==> src/verilog/mgmt_pkg.sv <==
package mgmt_pkg;

	////////////////////
	// Bus and field widths

	// Management bus carries 16-bit addresses and byte data
	typedef logic [15:0] regaddr_t;
	typedef logic [7:0] regdata_t;

	// Sensor readings are split across two byte registers
	typedef logic [15:0] sensor_t;

	localparam int MUXSEL_BITS = 4;
	localparam int NUM_MUX_CHANNELS = 12;
	localparam int NUM_TRIG_PORTS = 12;
	localparam int NUM_RELAYS = 4;

	// Output port RELAY_PORT_BASE+n is switched by relay n
	localparam int RELAY_PORT_BASE = 8;

	typedef logic [MUXSEL_BITS-1:0] muxsel_t;
	typedef logic [$clog2(NUM_RELAYS)-1:0] relay_chan_t;
	typedef logic [NUM_TRIG_PORTS-1:0] trig_led_t;

	// Outputs in the low half, inputs reversed in the high half
	typedef logic [2*NUM_TRIG_PORTS-1:0] led_word_t;

	////////////////////
	// Register map

	// Device info blocks span several byte addresses
	localparam regaddr_t IDCODE_BYTES = 16'd4;
	localparam regaddr_t SERIAL_BYTES = 16'd8;

	localparam regaddr_t REG_FPGA_IDCODE = 16'h0000;
	localparam regaddr_t REG_FPGA_SERIAL = 16'h0004;

	// Sensors, low byte at the even address
	localparam regaddr_t REG_FAN0_RPM = 16'h0010;
	localparam regaddr_t REG_FAN1_RPM = 16'h0012;
	localparam regaddr_t REG_DIE_TEMP = 16'h0014;
	localparam regaddr_t REG_VOLT_CORE = 16'h0016;
	localparam regaddr_t REG_VOLT_RAM = 16'h0018;
	localparam regaddr_t REG_VOLT_AUX = 16'h001a;

	// Front panel SPI path
	localparam regaddr_t REG_FRONT_CTRL = 16'h0050;
	localparam regaddr_t REG_FRONT_DATA = 16'h0051;
	localparam regaddr_t REG_FRONT_STAT = 16'h0052;
	localparam regaddr_t REG_FRONT_LED_0 = 16'h0053;
	localparam regaddr_t REG_FRONT_LED_1 = 16'h0054;
	localparam regaddr_t REG_FRONT_LED_2 = 16'h0055;

	// Relay controller
	localparam regaddr_t REG_RELAY_TOGGLE = 16'h0070;
	localparam regaddr_t REG_RELAY_TOGGLE_1 = 16'h0071;
	localparam regaddr_t REG_RELAY_STAT = 16'h0072;
	localparam regaddr_t REG_RELAY_STAT_1 = 16'h0073;

	// First crossbar selector, the rest follow one per address
	localparam regaddr_t REG_MUXSEL_BASE = 16'h00f0;

	////////////////////
	// Read decoder FSM

	typedef enum logic {
		RD_IDLE,
		RD_WAIT
	} rd_state_t;

endpackage

==> src/verilog/front_panel_ctrl.sv <==
`timescale 1ns/1ps

module front_panel_ctrl (
	input logic clk,
	input logic rst_n,
	input logic wr_en,
	input mgmt_pkg::regaddr_t wr_addr,
	input mgmt_pkg::regdata_t wr_data,
	input logic front_shift_done,
	input mgmt_pkg::trig_led_t trig_in_led,
	input mgmt_pkg::trig_led_t trig_out_led,
	input logic [mgmt_pkg::NUM_RELAYS-1:0] relay_state,
	output logic front_shift_en,
	output mgmt_pkg::regdata_t front_shift_data,
	output logic front_cs_n,
	output logic front_busy
);

	mgmt_pkg::led_word_t led_word;
	logic launch;
	mgmt_pkg::regdata_t launch_data;

	////////////////////
	// LED word assembly

	always_comb begin
		led_word[mgmt_pkg::NUM_TRIG_PORTS-1:0] = trig_out_led;
		// Port switched to input by its relay never shows as an active output
		for (int n = 0; n < mgmt_pkg::NUM_RELAYS; n++) begin
			if (relay_state[n])
				led_word[mgmt_pkg::RELAY_PORT_BASE + n] = 1'b0;
		end
		// Input LEDs run in the opposite order on the panel
		for (int i = 0; i < mgmt_pkg::NUM_TRIG_PORTS; i++)
			led_word[mgmt_pkg::NUM_TRIG_PORTS + i] =
				trig_in_led[mgmt_pkg::NUM_TRIG_PORTS - 1 - i];
	end

	////////////////////
	// Byte launch decode

	always_comb begin
		launch = wr_en;
		launch_data = wr_data;
		case (wr_addr)
			mgmt_pkg::REG_FRONT_DATA:  launch_data = wr_data;
			mgmt_pkg::REG_FRONT_LED_0: launch_data = led_word[7:0];
			mgmt_pkg::REG_FRONT_LED_1: launch_data = led_word[15:8];
			mgmt_pkg::REG_FRONT_LED_2: launch_data = led_word[23:16];
			default:                   launch = 1'b0;
		endcase
	end

	always_ff @(posedge clk or negedge rst_n) begin
		if (!rst_n) begin
			front_shift_en <= 1'b0;
			front_shift_data <= '0;
			front_cs_n <= 1'b1;
			front_busy <= 1'b0;
		end else begin
			front_shift_en <= launch;
			if (launch)
				front_shift_data <= launch_data;
			// Chip select is driven straight from bit 0
			if (wr_en && (wr_addr == mgmt_pkg::REG_FRONT_CTRL))
				front_cs_n <= wr_data[0];

			// Shifter busy until it signals done
			if (front_shift_done)
				front_busy <= 1'b0;
			if (front_shift_en)
				front_busy <= 1'b1;
		end
	end

endmodule

==> src/verilog/mgmt_read_decoder.sv <==
`timescale 1ns/1ps

module mgmt_read_decoder (
	input logic clk,
	input logic rst_n,
	input logic rd_en,
	input mgmt_pkg::regaddr_t rd_addr,
	input logic idcode_valid,
	input logic [31:0] idcode,
	input logic die_serial_valid,
	input logic [63:0] die_serial,
	input mgmt_pkg::sensor_t fan0_rpm,
	input mgmt_pkg::sensor_t fan1_rpm,
	input mgmt_pkg::sensor_t die_temp,
	input mgmt_pkg::sensor_t volt_core,
	input mgmt_pkg::sensor_t volt_ram,
	input mgmt_pkg::sensor_t volt_aux,
	input logic relay_busy,
	input logic front_busy,
	output logic rd_valid,
	output mgmt_pkg::regdata_t rd_data
);

	mgmt_pkg::rd_state_t rd_state;
	mgmt_pkg::regaddr_t idcode_off;
	mgmt_pkg::regaddr_t serial_off;
	logic idcode_hit;
	logic serial_hit;
	logic data_wait;
	logic rd_active;
	mgmt_pkg::regdata_t rd_mux;

	////////////////////
	// Data-ready stall

	// Offsets wrap for addresses below the block, so one compare covers the range
	assign idcode_off = rd_addr - mgmt_pkg::REG_FPGA_IDCODE;
	assign serial_off = rd_addr - mgmt_pkg::REG_FPGA_SERIAL;
	assign idcode_hit = idcode_off < mgmt_pkg::IDCODE_BYTES;
	assign serial_hit = serial_off < mgmt_pkg::SERIAL_BYTES;

	// Hold the read while the addressed device info is not yet latched
	assign data_wait = (idcode_hit && !idcode_valid) || (serial_hit && !die_serial_valid);

	// New request or one still pending
	assign rd_active = rd_en || (rd_state == mgmt_pkg::RD_WAIT);

	////////////////////
	// Read data mux

	always_comb begin
		rd_mux = '0;
		// Device info is big endian, lowest address gets the top byte
		if (idcode_hit)
			rd_mux = idcode[{~idcode_off[1:0], 3'b000} +: 8];
		else if (serial_hit)
			rd_mux = die_serial[{~serial_off[2:0], 3'b000} +: 8];
		else begin
			case (rd_addr)
				// Sensors, low byte first
				mgmt_pkg::REG_FAN0_RPM:          rd_mux = fan0_rpm[7:0];
				mgmt_pkg::REG_FAN0_RPM + 16'd1:  rd_mux = fan0_rpm[15:8];
				mgmt_pkg::REG_FAN1_RPM:          rd_mux = fan1_rpm[7:0];
				mgmt_pkg::REG_FAN1_RPM + 16'd1:  rd_mux = fan1_rpm[15:8];
				mgmt_pkg::REG_DIE_TEMP:          rd_mux = die_temp[7:0];
				mgmt_pkg::REG_DIE_TEMP + 16'd1:  rd_mux = die_temp[15:8];
				mgmt_pkg::REG_VOLT_CORE:         rd_mux = volt_core[7:0];
				mgmt_pkg::REG_VOLT_CORE + 16'd1: rd_mux = volt_core[15:8];
				mgmt_pkg::REG_VOLT_RAM:          rd_mux = volt_ram[7:0];
				mgmt_pkg::REG_VOLT_RAM + 16'd1:  rd_mux = volt_ram[15:8];
				mgmt_pkg::REG_VOLT_AUX:          rd_mux = volt_aux[7:0];
				mgmt_pkg::REG_VOLT_AUX + 16'd1:  rd_mux = volt_aux[15:8];
				// Status flags in bit 0
				mgmt_pkg::REG_FRONT_STAT:        rd_mux = {7'b0, front_busy};
				mgmt_pkg::REG_RELAY_STAT:        rd_mux = 8'h00;
				mgmt_pkg::REG_RELAY_STAT_1:      rd_mux = {7'b0, relay_busy};
				default:                         rd_mux = 8'h00;
			endcase
		end
	end

	////////////////////
	// Read FSM

	always_ff @(posedge clk or negedge rst_n) begin
		if (!rst_n) begin
			rd_state <= mgmt_pkg::RD_IDLE;
			rd_valid <= 1'b0;
			rd_data <= '0;
		end else begin
			rd_valid <= 1'b0;
			if (rd_active) begin
				if (data_wait)
					rd_state <= mgmt_pkg::RD_WAIT;
				else begin
					// Data ready, complete on the next cycle
					rd_valid <= 1'b1;
					rd_data <= rd_mux;
					rd_state <= mgmt_pkg::RD_IDLE;
				end
			end
		end
	end

endmodule

==> src/verilog/mgmt_regs_top.sv <==
`timescale 1ns/1ps

module mgmt_regs_top (
	input logic clk,
	input logic rst_n,

	// Register bus
	input logic rd_en,
	input mgmt_pkg::regaddr_t rd_addr,
	output logic rd_valid,
	output mgmt_pkg::regdata_t rd_data,
	input logic wr_en,
	input mgmt_pkg::regaddr_t wr_addr,
	input mgmt_pkg::regdata_t wr_data,

	// Device info, flags rise once the value is latched
	input logic idcode_valid,
	input logic [31:0] idcode,
	input logic die_serial_valid,
	input logic [63:0] die_serial,

	// Sensors
	input mgmt_pkg::sensor_t fan0_rpm,
	input mgmt_pkg::sensor_t fan1_rpm,
	input mgmt_pkg::sensor_t die_temp,
	input mgmt_pkg::sensor_t volt_core,
	input mgmt_pkg::sensor_t volt_ram,
	input mgmt_pkg::sensor_t volt_aux,

	// Crossbar selectors
	output mgmt_pkg::muxsel_t [mgmt_pkg::NUM_MUX_CHANNELS-1:0] muxsel,

	// Relay controller
	output logic relay_en,
	output logic relay_dir,
	output mgmt_pkg::relay_chan_t relay_channel,
	input logic relay_done,

	// Front panel
	input mgmt_pkg::trig_led_t trig_in_led,
	input mgmt_pkg::trig_led_t trig_out_led,
	output logic front_shift_en,
	output mgmt_pkg::regdata_t front_shift_data,
	input logic front_shift_done,
	output logic front_cs_n
);

	logic relay_busy;
	logic front_busy;
	logic [mgmt_pkg::NUM_RELAYS-1:0] relay_state;

	mgmt_read_decoder u_read_decoder (
		.clk(clk), .rst_n(rst_n),
		.rd_en(rd_en), .rd_addr(rd_addr), .rd_valid(rd_valid), .rd_data(rd_data),
		.idcode_valid(idcode_valid), .idcode(idcode),
		.die_serial_valid(die_serial_valid), .die_serial(die_serial),
		.fan0_rpm(fan0_rpm), .fan1_rpm(fan1_rpm), .die_temp(die_temp),
		.volt_core(volt_core), .volt_ram(volt_ram), .volt_aux(volt_aux),
		.relay_busy(relay_busy), .front_busy(front_busy)
	);

	// Write bus fans out, each block decodes its own addresses
	relay_tracker u_relay_tracker (
		.clk(clk), .rst_n(rst_n),
		.wr_en(wr_en), .wr_addr(wr_addr), .wr_data(wr_data),
		.relay_done(relay_done), .relay_en(relay_en), .relay_dir(relay_dir),
		.relay_channel(relay_channel), .relay_busy(relay_busy), .relay_state(relay_state)
	);

	front_panel_ctrl u_front_panel_ctrl (
		.clk(clk), .rst_n(rst_n),
		.wr_en(wr_en), .wr_addr(wr_addr), .wr_data(wr_data),
		.front_shift_done(front_shift_done),
		.trig_in_led(trig_in_led), .trig_out_led(trig_out_led), .relay_state(relay_state),
		.front_shift_en(front_shift_en), .front_shift_data(front_shift_data),
		.front_cs_n(front_cs_n), .front_busy(front_busy)
	);

	muxsel_bank u_muxsel_bank (
		.clk(clk), .rst_n(rst_n),
		.wr_en(wr_en), .wr_addr(wr_addr), .wr_data(wr_data),
		.muxsel(muxsel)
	);

endmodule

==> src/verilog/muxsel_bank.sv <==
`timescale 1ns/1ps

module muxsel_bank (
	input logic clk,
	input logic rst_n,
	input logic wr_en,
	input mgmt_pkg::regaddr_t wr_addr,
	input mgmt_pkg::regdata_t wr_data,
	output mgmt_pkg::muxsel_t [mgmt_pkg::NUM_MUX_CHANNELS-1:0] muxsel
);

	logic [mgmt_pkg::NUM_MUX_CHANNELS-1:0] sel_hit;

	// One address per output channel, anything past the last is ignored
	always_comb begin
		for (int k = 0; k < mgmt_pkg::NUM_MUX_CHANNELS; k++)
			sel_hit[k] = wr_en &&
				(wr_addr == mgmt_pkg::REG_MUXSEL_BASE + mgmt_pkg::regaddr_t'(k));
	end

	always_ff @(posedge clk or negedge rst_n) begin
		if (!rst_n)
			muxsel <= '0;
		else begin
			for (int k = 0; k < mgmt_pkg::NUM_MUX_CHANNELS; k++) begin
				// Selector lives in the low nibble
				if (sel_hit[k])
					muxsel[k] <= wr_data[mgmt_pkg::MUXSEL_BITS-1:0];
			end
		end
	end

endmodule

==> src/verilog/relay_tracker.sv <==
`timescale 1ns/1ps

module relay_tracker (
	input logic clk,
	input logic rst_n,
	input logic wr_en,
	input mgmt_pkg::regaddr_t wr_addr,
	input mgmt_pkg::regdata_t wr_data,
	input logic relay_done,
	output logic relay_en,
	output logic relay_dir,
	output mgmt_pkg::relay_chan_t relay_channel,
	output logic relay_busy,
	output logic [mgmt_pkg::NUM_RELAYS-1:0] relay_state
);

	logic toggle_wr;
	logic fire_wr;

	// Low byte picks the channel, high byte carries direction and fires
	assign toggle_wr = wr_en && (wr_addr == mgmt_pkg::REG_RELAY_TOGGLE);
	assign fire_wr = wr_en && (wr_addr == mgmt_pkg::REG_RELAY_TOGGLE_1);

	always_ff @(posedge clk or negedge rst_n) begin
		if (!rst_n) begin
			relay_en <= 1'b0;
			relay_dir <= 1'b0;
			relay_channel <= '0;
			relay_busy <= 1'b0;
			relay_state <= '0;
		end else begin
			relay_en <= fire_wr;
			if (toggle_wr)
				relay_channel <= wr_data[$bits(mgmt_pkg::relay_chan_t)-1:0];
			// Bit 7 set means the port becomes an input
			if (fire_wr)
				relay_dir <= wr_data[7];

			// Busy from command launch until the driver reports done
			if (relay_done)
				relay_busy <= 1'b0;
			if (relay_en)
				relay_busy <= 1'b1;

			// Remember each channel's direction for the LED masking
			if (relay_en)
				relay_state[relay_channel] <= relay_dir;
		end
	end

endmodule

==> config.mk <==
export PLATFORM = sky130hd
export DESIGN_NAME = mgmt_regs_top
export DESIGN_NICKNAME = d
export VERILOG_FILES = /design/src/verilog/mgmt_pkg.sv /design/src/verilog/front_panel_ctrl.sv /design/src/verilog/mgmt_read_decoder.sv /design/src/verilog/mgmt_regs_top.sv /design/src/verilog/muxsel_bank.sv /design/src/verilog/relay_tracker.sv
export SDC_FILE = /design/constraint.sdc
export NUM_CORES = 1
export LEC_CHECK = 0
export BUFFER_PORTS_ARGS = -buffer_cell sky130_fd_sc_hd__buf_2
export CAP_MARGIN = 15
export CORE_AREA = 2 2 130 132
export DETAILED_ROUTE_END_ITERATION = 8
export DIE_AREA = 0 0 132 134
export PLACE_DENSITY_LB_ADDON = 0.25
export SYNTH_ARGS = -nofsm -noshare
export SYNTH_HDL_FRONTEND = slang
export SYNTH_SLANG_ARGS = --single-unit
==> constraint.sdc <==
create_clock -name clk -period 1.2 [get_ports clk]
set_clock_uncertainty 0.05 [all_clocks]
set_input_delay 0.24 -clock clk [delete_from_list [all_inputs] [get_ports clk]]
set_output_delay 0.24 -clock clk [all_outputs]
set_load 0.05 [all_outputs]
==> flow_summary.ini, run 1 <==
[status]
status = finished, violations left
violations = setup timing

[timing]
max_freq_mhz = 456
drv_slew = 0
fin_ws_ns = -0.993
setup_violations = 99
fin_crit_sh_pct = 183
rsz0062_at_grt = yes
fin_hold_ws_ns = 0.117
worstMarginPinSlew_ns = 0.507
fin_crit_ns = 2.19
hold_viol = 0
finalSetupTns_ns = -35.33
relSlewSlack_pct = 66.2

[power]
power_density_nw_per_um2 = 708
pwr-share-clk_pct = 36.8
vdd_drop_max_v = 0.000605
seqPwrFrac_pct = 37.0
internal_power_mw = 5.05
p_comb_share_pct = 26.2
swShare_pct = 30.0
leakage_nw = 4.84
power_switching_mw = 2.16
p_total_mw = 7.21

[setup_path]
startpoint_type = input pin
cp.arrival_ns = 2.43
crit_type = in2reg
worstPathCellList = buf_6, or4_4, or4_4, buf_6, and3_4, nor3_4, buf_12, mux2i_2, o221a_1
cp_max_fo = 8
end_kind = register
worstPathRequired_ns = 1.43
max_stage_delay_ns = 0.56
cp_slowest_cell = or4_4

[global_routing]
track_usage_pct = 26.4
grt_pass1_vias = 6666
grt_overflow = 0
grt_pass1_wl_um = 36200
grt_max_degree = 48
antenna_found_initial = 3

[logic_synthesis]
ys_seq_elements = 78
ys_seq_area_share_pct = 36.3
yosysWarnings = 0
yosysTopAreaCell = dfrtp_1
synth_common_cells = dfrtp_1 (77), mux2_2 (63), nor2_1 (42)
ys.flop_type = dfrtp_1
synth_most_common_cell = dfrtp_1
synth_nets = 806
synthCells = 539
synth_edf_count = 0
async_flop_share_pct = 100
synth_area_leaders = dfrtp_1 (36%), mux2_2 (13%), mux4_2 (6.3%)
ys_types = 63
syn_avg_cell_area_um2 = 9.97
synth_top_area_share_pct = 35.8
netlist_area_um2 = 5380

[die]
start_util_pct = 33.0
coreArea_um2 = 16300
die_area_um2 = 17700
row_count = 47
ioPinCount = 335
die_y_um = 134
die_w_um = 132

[place]
place_area_um2 = 8530
place_inst = 1156
hpwlAfterDp_um = 18200
io_buffers = 334
gp_congestion = 0.898

[route]
drt_iter0_markers = 329
wl_per_cell_um = 19.5
vias = 6542
wl_um = 24300
drcViolationCount = 0
firstDrtPassIters = 5
avgViaCountPerCell = 5.26
ant_nets = 0

[clocking]
htreeDepth = 3
clock_sinks = 78
cts.reportedPaths.clkPinSlew_ns = 0.06
root_buffer = clkbuf_16
cts.path.max_buffers = 2
cts_tree = yes
numCtsBuffers = 9
insertion_delay_ns = 0.34

[cells_and_area]
design_area_um2 = 10200
finalNetCount = 1281
instances_no_fill = 1243
drive_above_1_share_pct = 68.3
areaGrowthSynthToFinish_pct = 89.5

[hold_path]
hp-class = in2reg

[flow_run]
maxCapViolations = 0
==> worst max-delay path: cells and delay by family <==
family	cells	cell delay (ns)
compound gates	1	0.19
buf+inv	3	0.38
mux	1	0.20
simple gates	4	1.42
==> metrics by stage <==
step | utilization (%) | setup slack, ns
finish | 62.6 | -0.993
global route | 62.5 | -1.04
global placement | 52.4 | -1.45
floorplan | - | -1.29
detailed placement | 52.4 | -1.49
CTS | 60.2 | -0.951
==> flip-flops by register name, summed over array words and instances, names as in the netlist, 2 cells and up <==
name / count
u_read_decoder.rd_data: 8
u_relay_tracker.relay_state: 4
u_relay_tracker.relay_channel: 2
u_front_panel_ctrl.front_shift_data: 8
u_muxsel_bank.muxsel: 48
==> placed cells by master (no fill, tap or decap), types with 5 or more instances in the layout <==
| cell type | Yosys | layout |
|---|---|---|
| nor2b_1 | 15 | 13 |
| nand4_1 | 5 | 5 |
| a21oi_1 | 15 | 13 |
| nor4_4 | 1 | 5 |
| a22oi_2 | 1 | 7 |
| o22ai_1 | 9 | 9 |
| nand2b_1 | 5 | 5 |
| a22o_1 | 5 | 5 |
| nand2_1 | 34 | 31 |
| buf_4 | 0 | 143 |
| nor2_2 | 0 | 7 |
| mux2_4 | 0 | 53 |
| nand3_1 | 14 | 12 |
| a31oi_1 | 7 | 6 |
| nor2_1 | 42 | 17 |
| nor2_4 | 0 | 19 |
| a221oi_2 | 0 | 8 |
| a211oi_1 | 13 | 9 |
| o21ai_1 | 1 | 9 |
| a2bb2oi_1 | 11 | 11 |
| dfrtp_1 | 77 | 73 |
| mux4_2 | 15 | 15 |
| a22oi_1 | 15 | 9 |
| buf_6 | 0 | 88 |
| buf_12 | 0 | 10 |
| o211ai_1 | 5 | 5 |
| mux2_2 | 63 | 10 |
| nor3_1 | 7 | 6 |
| nor3b_2 | 0 | 8 |
| buf_2 | 1 | 255 |
| clkbuf_16 | 0 | 9 |
| mux2i_1 | 23 | 22 |
| o21ai_0 | 28 | 19 |
| or2_2 | 6 | 6 |
==> worst paths after layout <==
path                                         endpoint  depth (start not counted)  slack [ns]                           from
max                         u_read_decoder.rd_data[4]                          9       -0.99                     rd_addr[8]
min reg2reg                u_relay_tracker.relay_busy                          1        0.46       u_relay_tracker.relay_en
min                        u_relay_tracker.relay_busy                          3        0.12                     relay_done
max reg2reg                 u_read_decoder.rd_data[0]                          7       -0.33  u_front_panel_ctrl.front_busy
max in group asynchronous    u_relay_tracker.relay_en                          3        0.46                          rst_n
min in group asynchronous    u_muxsel_bank.muxsel[18]                          3        0.34                          rst_n
==> power by group through the flow <==
stage          clock, mW  sequential, mW  combinational, mW
5_1_grt             2.87            2.67               2.02
6_report            2.65            2.67               1.89
2_1_floorplan          0            2.79              0.676
3_5_place_dp           0            2.71               1.73
4_1_cts             2.70            2.67               1.84
3_3_place_gp           0            2.71               1.72
==> layout make-up <==
| class | instances | area, um^2 |
|---|---|---|
| Multi-Input combinational cell | 420 | 4060 |
| Fill cell | 1345 | 6100 |
| Sequential cell | 78 | 1960 |
| Clock inverter | 7 | 66.3 |
| Antenna cell | 4 | 10.0 |
| Tap cell | 220 | 275 |
| Timing Repair Buffer | 498 | 3570 |
| Inverter | 7 | 31.3 |
| Clock buffer | 9 | 225 |
==> per-layer routing <==
layer / GRT usage [%] / up-vias / part of all wire (%)
li1: - / 3044 / -
met1: 31.2 / 3137 / 39
met2: 46.0 / 303 / 50
met3: 5.97 / 58 / 7.0
met4: 11.7 / 0 / 3.9
met5: 0 / - / 0
==> timing repair <==
| item | in CTS | in global routing |
|---|---|---|
| setup buffers | 34 | 30 |
| setup endpoints to repair | 143 | 145 |
| resized for setup | 190 | 38 |
| pin swaps | 38 | 17 |
| hold buffers | 1 | 0 |
| gates cloned | 3 | 0 |
| hold endpoints to repair | 77 | 0 |
==> cell families after synthesis <==
kind of cell	Yosys count	synth area share, %
buf+inv	44	3.10
fa+ha+maj	3	0.698
mux	101	23.8
flops	78	36.3
simple gates	170	17.3
compound gates	143	18.8
Power figures use the tool's default switching activity.
==> run 2, diff against run 1 <==
--- a/config.mk
+++ b/config.mk
@@ -10,7 +10,7 @@
 export CORE_AREA = 2 2 130 132
 export DETAILED_ROUTE_END_ITERATION = 8
 export DIE_AREA = 0 0 132 134
-export PLACE_DENSITY_LB_ADDON = 0.25
+export PLACE_DENSITY = 0.77
 export SYNTH_ARGS = -nofsm -noshare
 export SYNTH_HDL_FRONTEND = slang
 export SYNTH_SLANG_ARGS = --single-unit
==> run 2 against run 1 <==
The run still ends with setup timing left. Maximum frequency increased by 4.8%. Register-to-register slack improved by 0.07 ns. Critical path depth fell by 1. Clock power increased by 11%. Sequential power barely moved. First-iteration DRC count is 16% higher. Final cell count fell by 3.1%. Via count is 0.90% lower. Non-clock buffer count decreased by 37. Highest routed layer unchanged. Setup slack better by 0.10 ns. Worst hold slack better by 0.0072 ns. Clock-buffer cell count increased by 1.
==> flow_summary.ini, run 2 (synthesized netlist as in run 1, its figures left out) <==
[global_routing]
grt_overflow = 0
antenna_found_initial = 2
grt_max_degree = 57
grt_pass1_wl_um = 35700
track_usage_pct = 25.9
grt_pass1_vias = 6648

[setup_path]
cp_num_buf_inv = 2
reg2reg_from = u_front_panel_ctrl.front_busy
worstPathRequired_ns = 1.40
crit_family = simple AND/OR/NAND/NOR gates
worstPathCellList = buf_6, or4_4, or4_4, a311oi_4, buf_6, nor2_4, nor3b_4, a211oi_2
cp_slowest_cell = or4_4
cp_max_fo = 7
max_stage_delay_ns = 0.55
cp-startpoint = rd_addr[8]
crit_type = in2reg
cp.arrival_ns = 2.29
end_kind = register
startpoint_type = input pin

[clocking]
insertion_delay_ns = 0.33
numCtsBuffers = 9
clock_sinks = 78
cts.reportedPaths.clkPinSlew_ns = 0.06
cts.path.max_buffers = 2
root_buffer = clkbuf_16
htreeDepth = 3
cts_tree = yes

[power]
leakage_nw = 4.66
power_density_nw_per_um2 = 760
vdd_drop_max_v = 0.000512

[timing]
fin_crit_ns = 2.09
fin_crit_sh_pct = 174
max_freq_mhz = 478
worstMarginPinSlew_ns = 0.510
rsz0062_at_grt = yes
fin_ws_ns = -0.893
drv_slew = 0
relSlewSlack_pct = 66.0
hold_viol = 0
setup_violations = 83

[cells_and_area]
areaGrowthSynthToFinish_pct = 82.7
top_register = u_muxsel_bank.muxsel
finalNetCount = 1244
fin_util_pct = 60.3
largest_reg_flops = 48
n_fill_cell = 1306
layout_commonest_cell = buf_2
layout_common_cells = buf_2 (255), buf_4 (114), buf_6 (86), dfrtp_1 (73), mux2_4 (53)
top_regs = u_muxsel_bank.muxsel: 48 flops, u_front_panel_ctrl.front_shift_data: 8 flops, u_read_decoder.rd_data: 8 flops
instances_no_fill = 1204
design_area_um2 = 9820
drive_above_1_share_pct = 65.9

[route]
avgViaCountPerCell = 5.38
ant_nets = 0
firstDrtPassIters = 5
vias = 6483
drcViolationCount = 0
wl_per_cell_um = 20.2
drt_iter0_markers = 380
wl_um = 24300

[die]
coreArea_um2 = 16300
die_y_um = 134
row_count = 47
die_area_um2 = 17700
start_util_pct = 33.0
ioPinCount = 335
die_w_um = 132

[hold_path]
hp-class = in2reg
min_from = front_shift_done

[place]
place_area_um2 = 8370
io_buffers = 334
gp_congestion = 0.953
place_inst = 1142
hpwlAfterDp_um = 18300

[status]
violations = setup timing
status = finished, violations left

[flow_run]
maxCapViolations = 0
-- run 2: changes by cell type in the layout (fill, tap and decap cells not counted), moves of 4 or more --
cell and change:
nor2_1 +4, buf_4 -29, a22oi_2 -5, buf_12 -6, a22oi_1 +5
-- run 2: path summary, 6_finish.rpt --
| check | endpoint | slack, ns | cells after the start |
|---|---|---|---|
| worst min register to register | u_front_panel_ctrl.front_busy | 0.43 | 1 |
| worst min-delay path | u_front_panel_ctrl.front_busy | 0.12 | 3 |
| max in group asynchronous | u_front_panel_ctrl.front_cs_n | 0.41 | 3 |
| worst max-delay path | u_read_decoder.rd_data[1] | -0.89 | 8 |
| min in group asynchronous | u_muxsel_bank.muxsel[20] | 0.39 | 3 |
| worst max register to register | u_read_decoder.rd_data[0] | -0.26 | 6 |
-- run 2: cell type report --
class | instances | area (um^2) | share of cell area [%]
diodes | 2 | 5.00 | 0.0510
clock buffers | 10 | 229 | 2.33
clock inverters | 6 | 95.1 | 0.968
inverters | 7 | 31.3 | 0.318
multi-input cells | 420 | 4020 | 41.0
flip-flops and latches | 78 | 1960 | 19.9
well taps | 220 | 275 | 2.80
repair buffers | 461 | 3210 | 32.6
-- run 2: power by group --
| part | internal [mW] | leakage (nW) | switching [mW] | total (mW) |
|---|---|---|---|---|
| registers | 2.65 | 1.07 | 0.0171 | 2.67 |
| logic | 0.916 | 3.45 | 0.932 | 1.85 |
| clock network | 1.84 | 0.151 | 1.11 | 2.95 |
-- run 2: through the flow --
| step | hold slack, ns | worst slack (ns) | power, mW | setup TNS, ns |
|---|---|---|---|---|
| final | 0.124 | -0.893 | 7.47 | -35.95 |
| after global routing | 0.126 | -0.938 | 7.76 | -42.08 |
| after CTS | 0.117 | -0.918 | 7.45 | -33.34 |
| after detailed placement | 0.204 | -1.52 | 4.38 | -61.38 |
| after global placement | 0.202 | -1.41 | 4.37 | -58.50 |
| after floorplan | -0.106 | -1.29 | 3.46 | -44.55 |
-- run 2: per-layer routing --
layer  routed length, um  up-vias  track usage (%)
met5                   0        -                0
met4                1010        0             12.0
met3                1740       68             5.29
met2               12200      341             45.6
met1                9410     3100             30.4
li1                    -     2974                -
-- run 2: what timing repair did --
item,CTS,global route
cloned,3,0
hold endpoints to repair,77,0
buffers inserted,11,29
hold buffers,1,0
pin swaps,40,14
setup endpoints to repair,143,131
resized for setup,184,32
-- run 2: tightest hold or removal path, cell delays in order --
cell    delay [ns]
buf_2         0.09
inv_1         0.04
a21o_1        0.10
==> run 3, diff against run 2 <==
--- a/config.mk
+++ b/config.mk
@@ -7,10 +7,10 @@
 export LEC_CHECK = 0
 export BUFFER_PORTS_ARGS = -buffer_cell sky130_fd_sc_hd__buf_2
 export CAP_MARGIN = 15
-export CORE_AREA = 2 2 130 132
+export CORE_AREA = 2 2 132 134
 export DETAILED_ROUTE_END_ITERATION = 8
-export DIE_AREA = 0 0 132 134
-export PLACE_DENSITY = 0.77
+export DIE_AREA = 0 0 134 136
+export PLACE_DENSITY = 0.73
 export SYNTH_ARGS = -nofsm -noshare
 export SYNTH_HDL_FRONTEND = slang
 export SYNTH_SLANG_ARGS = --single-unit
==> constraint.sdc (replaced) <==
create_clock -name clk -period 2.14 [get_ports clk]
set_clock_uncertainty 0.05 [all_clocks]
set_input_delay 0.428 -clock clk [delete_from_list [all_inputs] [get_ports clk]]
set_output_delay 0.428 -clock clk [all_outputs]
set_load 0.05 [all_outputs]
==> run 3 against run 2 <==
The run still ends with setup timing left. Die area increased by 3.0%. Non-clock buffer count fell by 39. Critical endpoint is now u_read_decoder.rd_data[2]. Highest routed layer is now met5. Largest power group is now sequential cells. Flip-flop and latch count is the same. Register-to-register slack improved by 0.90 ns. Sequential share of layout area is 3.3 points higher. Critical path type unchanged.
==> flow_summary.ini, run 3 (synthesized netlist as in run 1, its figures left out) <==
[global_routing]
antenna_found_initial = 5
grt_pass1_wl_um = 32300
grt_max_degree = 37
grt_pass1_vias = 6200
grt_overflow = 0
track_usage_pct = 23.1

[cells_and_area]
areaGrowthSynthToFinish_pct = 56.6
largest_reg_flops = 48
design_area_um2 = 8420
top_register = u_muxsel_bank.muxsel
finalNetCount = 1203
layout_common_cells = buf_2 (330), buf_4 (82), dfrtp_1 (77), mux2_2 (63), nor2_1 (39)
drive_above_1_share_pct = 59.3
layout_commonest_cell = buf_2
instances_no_fill = 1169
top_regs = u_muxsel_bank.muxsel: 48 flops, u_front_panel_ctrl.front_shift_data: 8 flops, u_read_decoder.rd_data: 8 flops

[status]
status = finished, violations left
violations = setup timing

[setup_path]
max_stage_delay_ns = 0.46
crit_end = u_read_decoder.rd_data[2]
cp_num_buf_inv = 3
cp_max_fo = 8
startpoint_type = input pin
worstPathRequired_ns = 2.35
worstPathCellList = buf_8, inv_6, ha_4, or4b_4, or3_4, a311oi_4, buf_6, nor2_4, nor3b_2, a211oi_1
reg2reg_to = u_read_decoder.rd_data[0]
end_kind = register
r2r_slack_ns = 0.64
cp.arrival_ns = 2.47
cp-startpoint = rd_addr[2]
crit_type = in2reg
cp_slowest_cell = or4b_4
reg2reg_from = u_front_panel_ctrl.front_busy
path_depth = 10
reg2reg_depth = 6
crit_family = simple AND/OR/NAND/NOR gates

[hold_path]
hp-class = in2reg

[clocking]
clock_sinks = 78
cts.reportedPaths.clkPinSlew_ns = 0.07
cts_tree = yes
cts.path.max_buffers = 2
numCtsBuffers = 9
insertion_delay_ns = 0.34
htreeDepth = 3
root_buffer = clkbuf_16

[timing]
rsz0062_at_grt = yes
setup_violations = 8
worstMarginPinSlew_ns = 0.503
relSlewSlack_pct = 66.5
max_freq_mhz = 442
fin_hold_ws_ns = 0.264
fin_crit_sh_pct = 106
fin_ws_ns = -0.120
hold_viol = 0
fin_crit_ns = 2.26
drv_slew = 0

[die]
row_count = 48
die_area_um2 = 18200
coreArea_um2 = 16900
die_w_um = 134
start_util_pct = 31.9
ioPinCount = 335
die_y_um = 136

[route]
wl_um = 21600
drt_iter0_markers = 237
avgViaCountPerCell = 5.30
ant_nets = 0
wl_per_cell_um = 18.5
drcViolationCount = 0
firstDrtPassIters = 5
vias = 6201

[place]
io_buffers = 334
gp_congestion = 0.896
pre_cts_slack_ns = -0.732
place_area_um2 = 7880
hpwlAfterDp_um = 17800
place_inst = 1139

[power]
leakage_nw = 4.29
swShare_pct = 29.7
p_comb_share_pct = 23.6
vdd_drop_max_v = 0.000349
pwr-share-clk_pct = 38.2
power_switching_mw = 1.16
internal_power_mw = 2.76
power_density_nw_per_um2 = 466
seqPwrFrac_pct = 38.2
p_total_mw = 3.92

[flow_run]
maxCapViolations = 0
==> run 3: cell types whose count changed in the layout (fill, tap and decap cells not counted), moves of 18 or more <==
cell    before  now
buf_6       86    3
buf_2      255  330
mux2_2      10   63
mux2_4      53    0
buf_4      114   82
nor2_1      21   39
==> run 3: worst min path at each step <==
stage | to | depth (start not counted) | startpoint | slack, ns
2_1_floorplan | u_front_panel_ctrl.front_busy | 0 | rst_n | 0.08
6_report | u_read_decoder.rd_state | 2 | rd_en | 0.26
3_5_place_dp | u_muxsel_bank.muxsel[40] | 1 | rst_n | 0.30
3_3_place_gp | u_muxsel_bank.muxsel[40] | 1 | rst_n | 0.30
5_1_grt | u_read_decoder.rd_state | 2 | rd_en | 0.27
4_1_cts | u_read_decoder.rd_state | 2 | rd_en | 0.26
==> run 3: stage by stage <==
step           setup TNS (ns)  util, %
3_3_place_gp           -11.79     46.7
5_1_grt                 -1.23     49.9
2_1_floorplan           -4.10        -
4_1_cts                -0.633     49.5
6_report               -0.725     49.9
3_5_place_dp           -13.58     46.7
==> run 3: final cells by class <==
cell class | instances | area [um^2]
Timing Repair Buffer | 422 | 2420
Fill cell | 1575 | 8460
Multi-Input combinational cell | 418 | 3440
Inverter | 7 | 33.8
Sequential cell | 78 | 1950
Antenna cell | 3 | 7.51
Clock inverter | 7 | 62.6
Clock buffer | 9 | 225
Tap cell | 225 | 282
==> run 3: per-layer routing <==
| layer | GRT usage, % | wire length [um] | share of wire [%] | vias to the layer above |
|---|---|---|---|---|
| met5 | 0 | 27 | 0.12 | - |
| met4 | 9.46 | 750 | 3.5 | 4 |
| met3 | 5.03 | 1760 | 8.1 | 48 |
| met2 | 43.4 | 11100 | 51 | 310 |
| met1 | 25.1 | 8000 | 37 | 2955 |
| li1 | - | - | - | 2884 |
==> run 3: power groups by stage <==
stage / clock network (mW) / logic, mW / registers [mW]
floorplan: 0 / 0.359 / 1.56
global placement: 0 / 0.879 / 1.53
detailed placement: 0 / 0.887 / 1.53
CTS: 1.53 / 0.915 / 1.50
global route: 1.59 / 0.999 / 1.50
finish: 1.50 / 0.924 / 1.50
==> run 3: repair_timing <==
item | 4_1_cts | 5_1_grt
setup buffers | 8 | 1
resized for setup | 23 | 12
endpoints found under the hold margin | 22 | 0
pin swaps | 14 | 4
endpoints found under the setup margin | 8 | 37
hold buffers | 1 | 0
cloned | 1 | 0
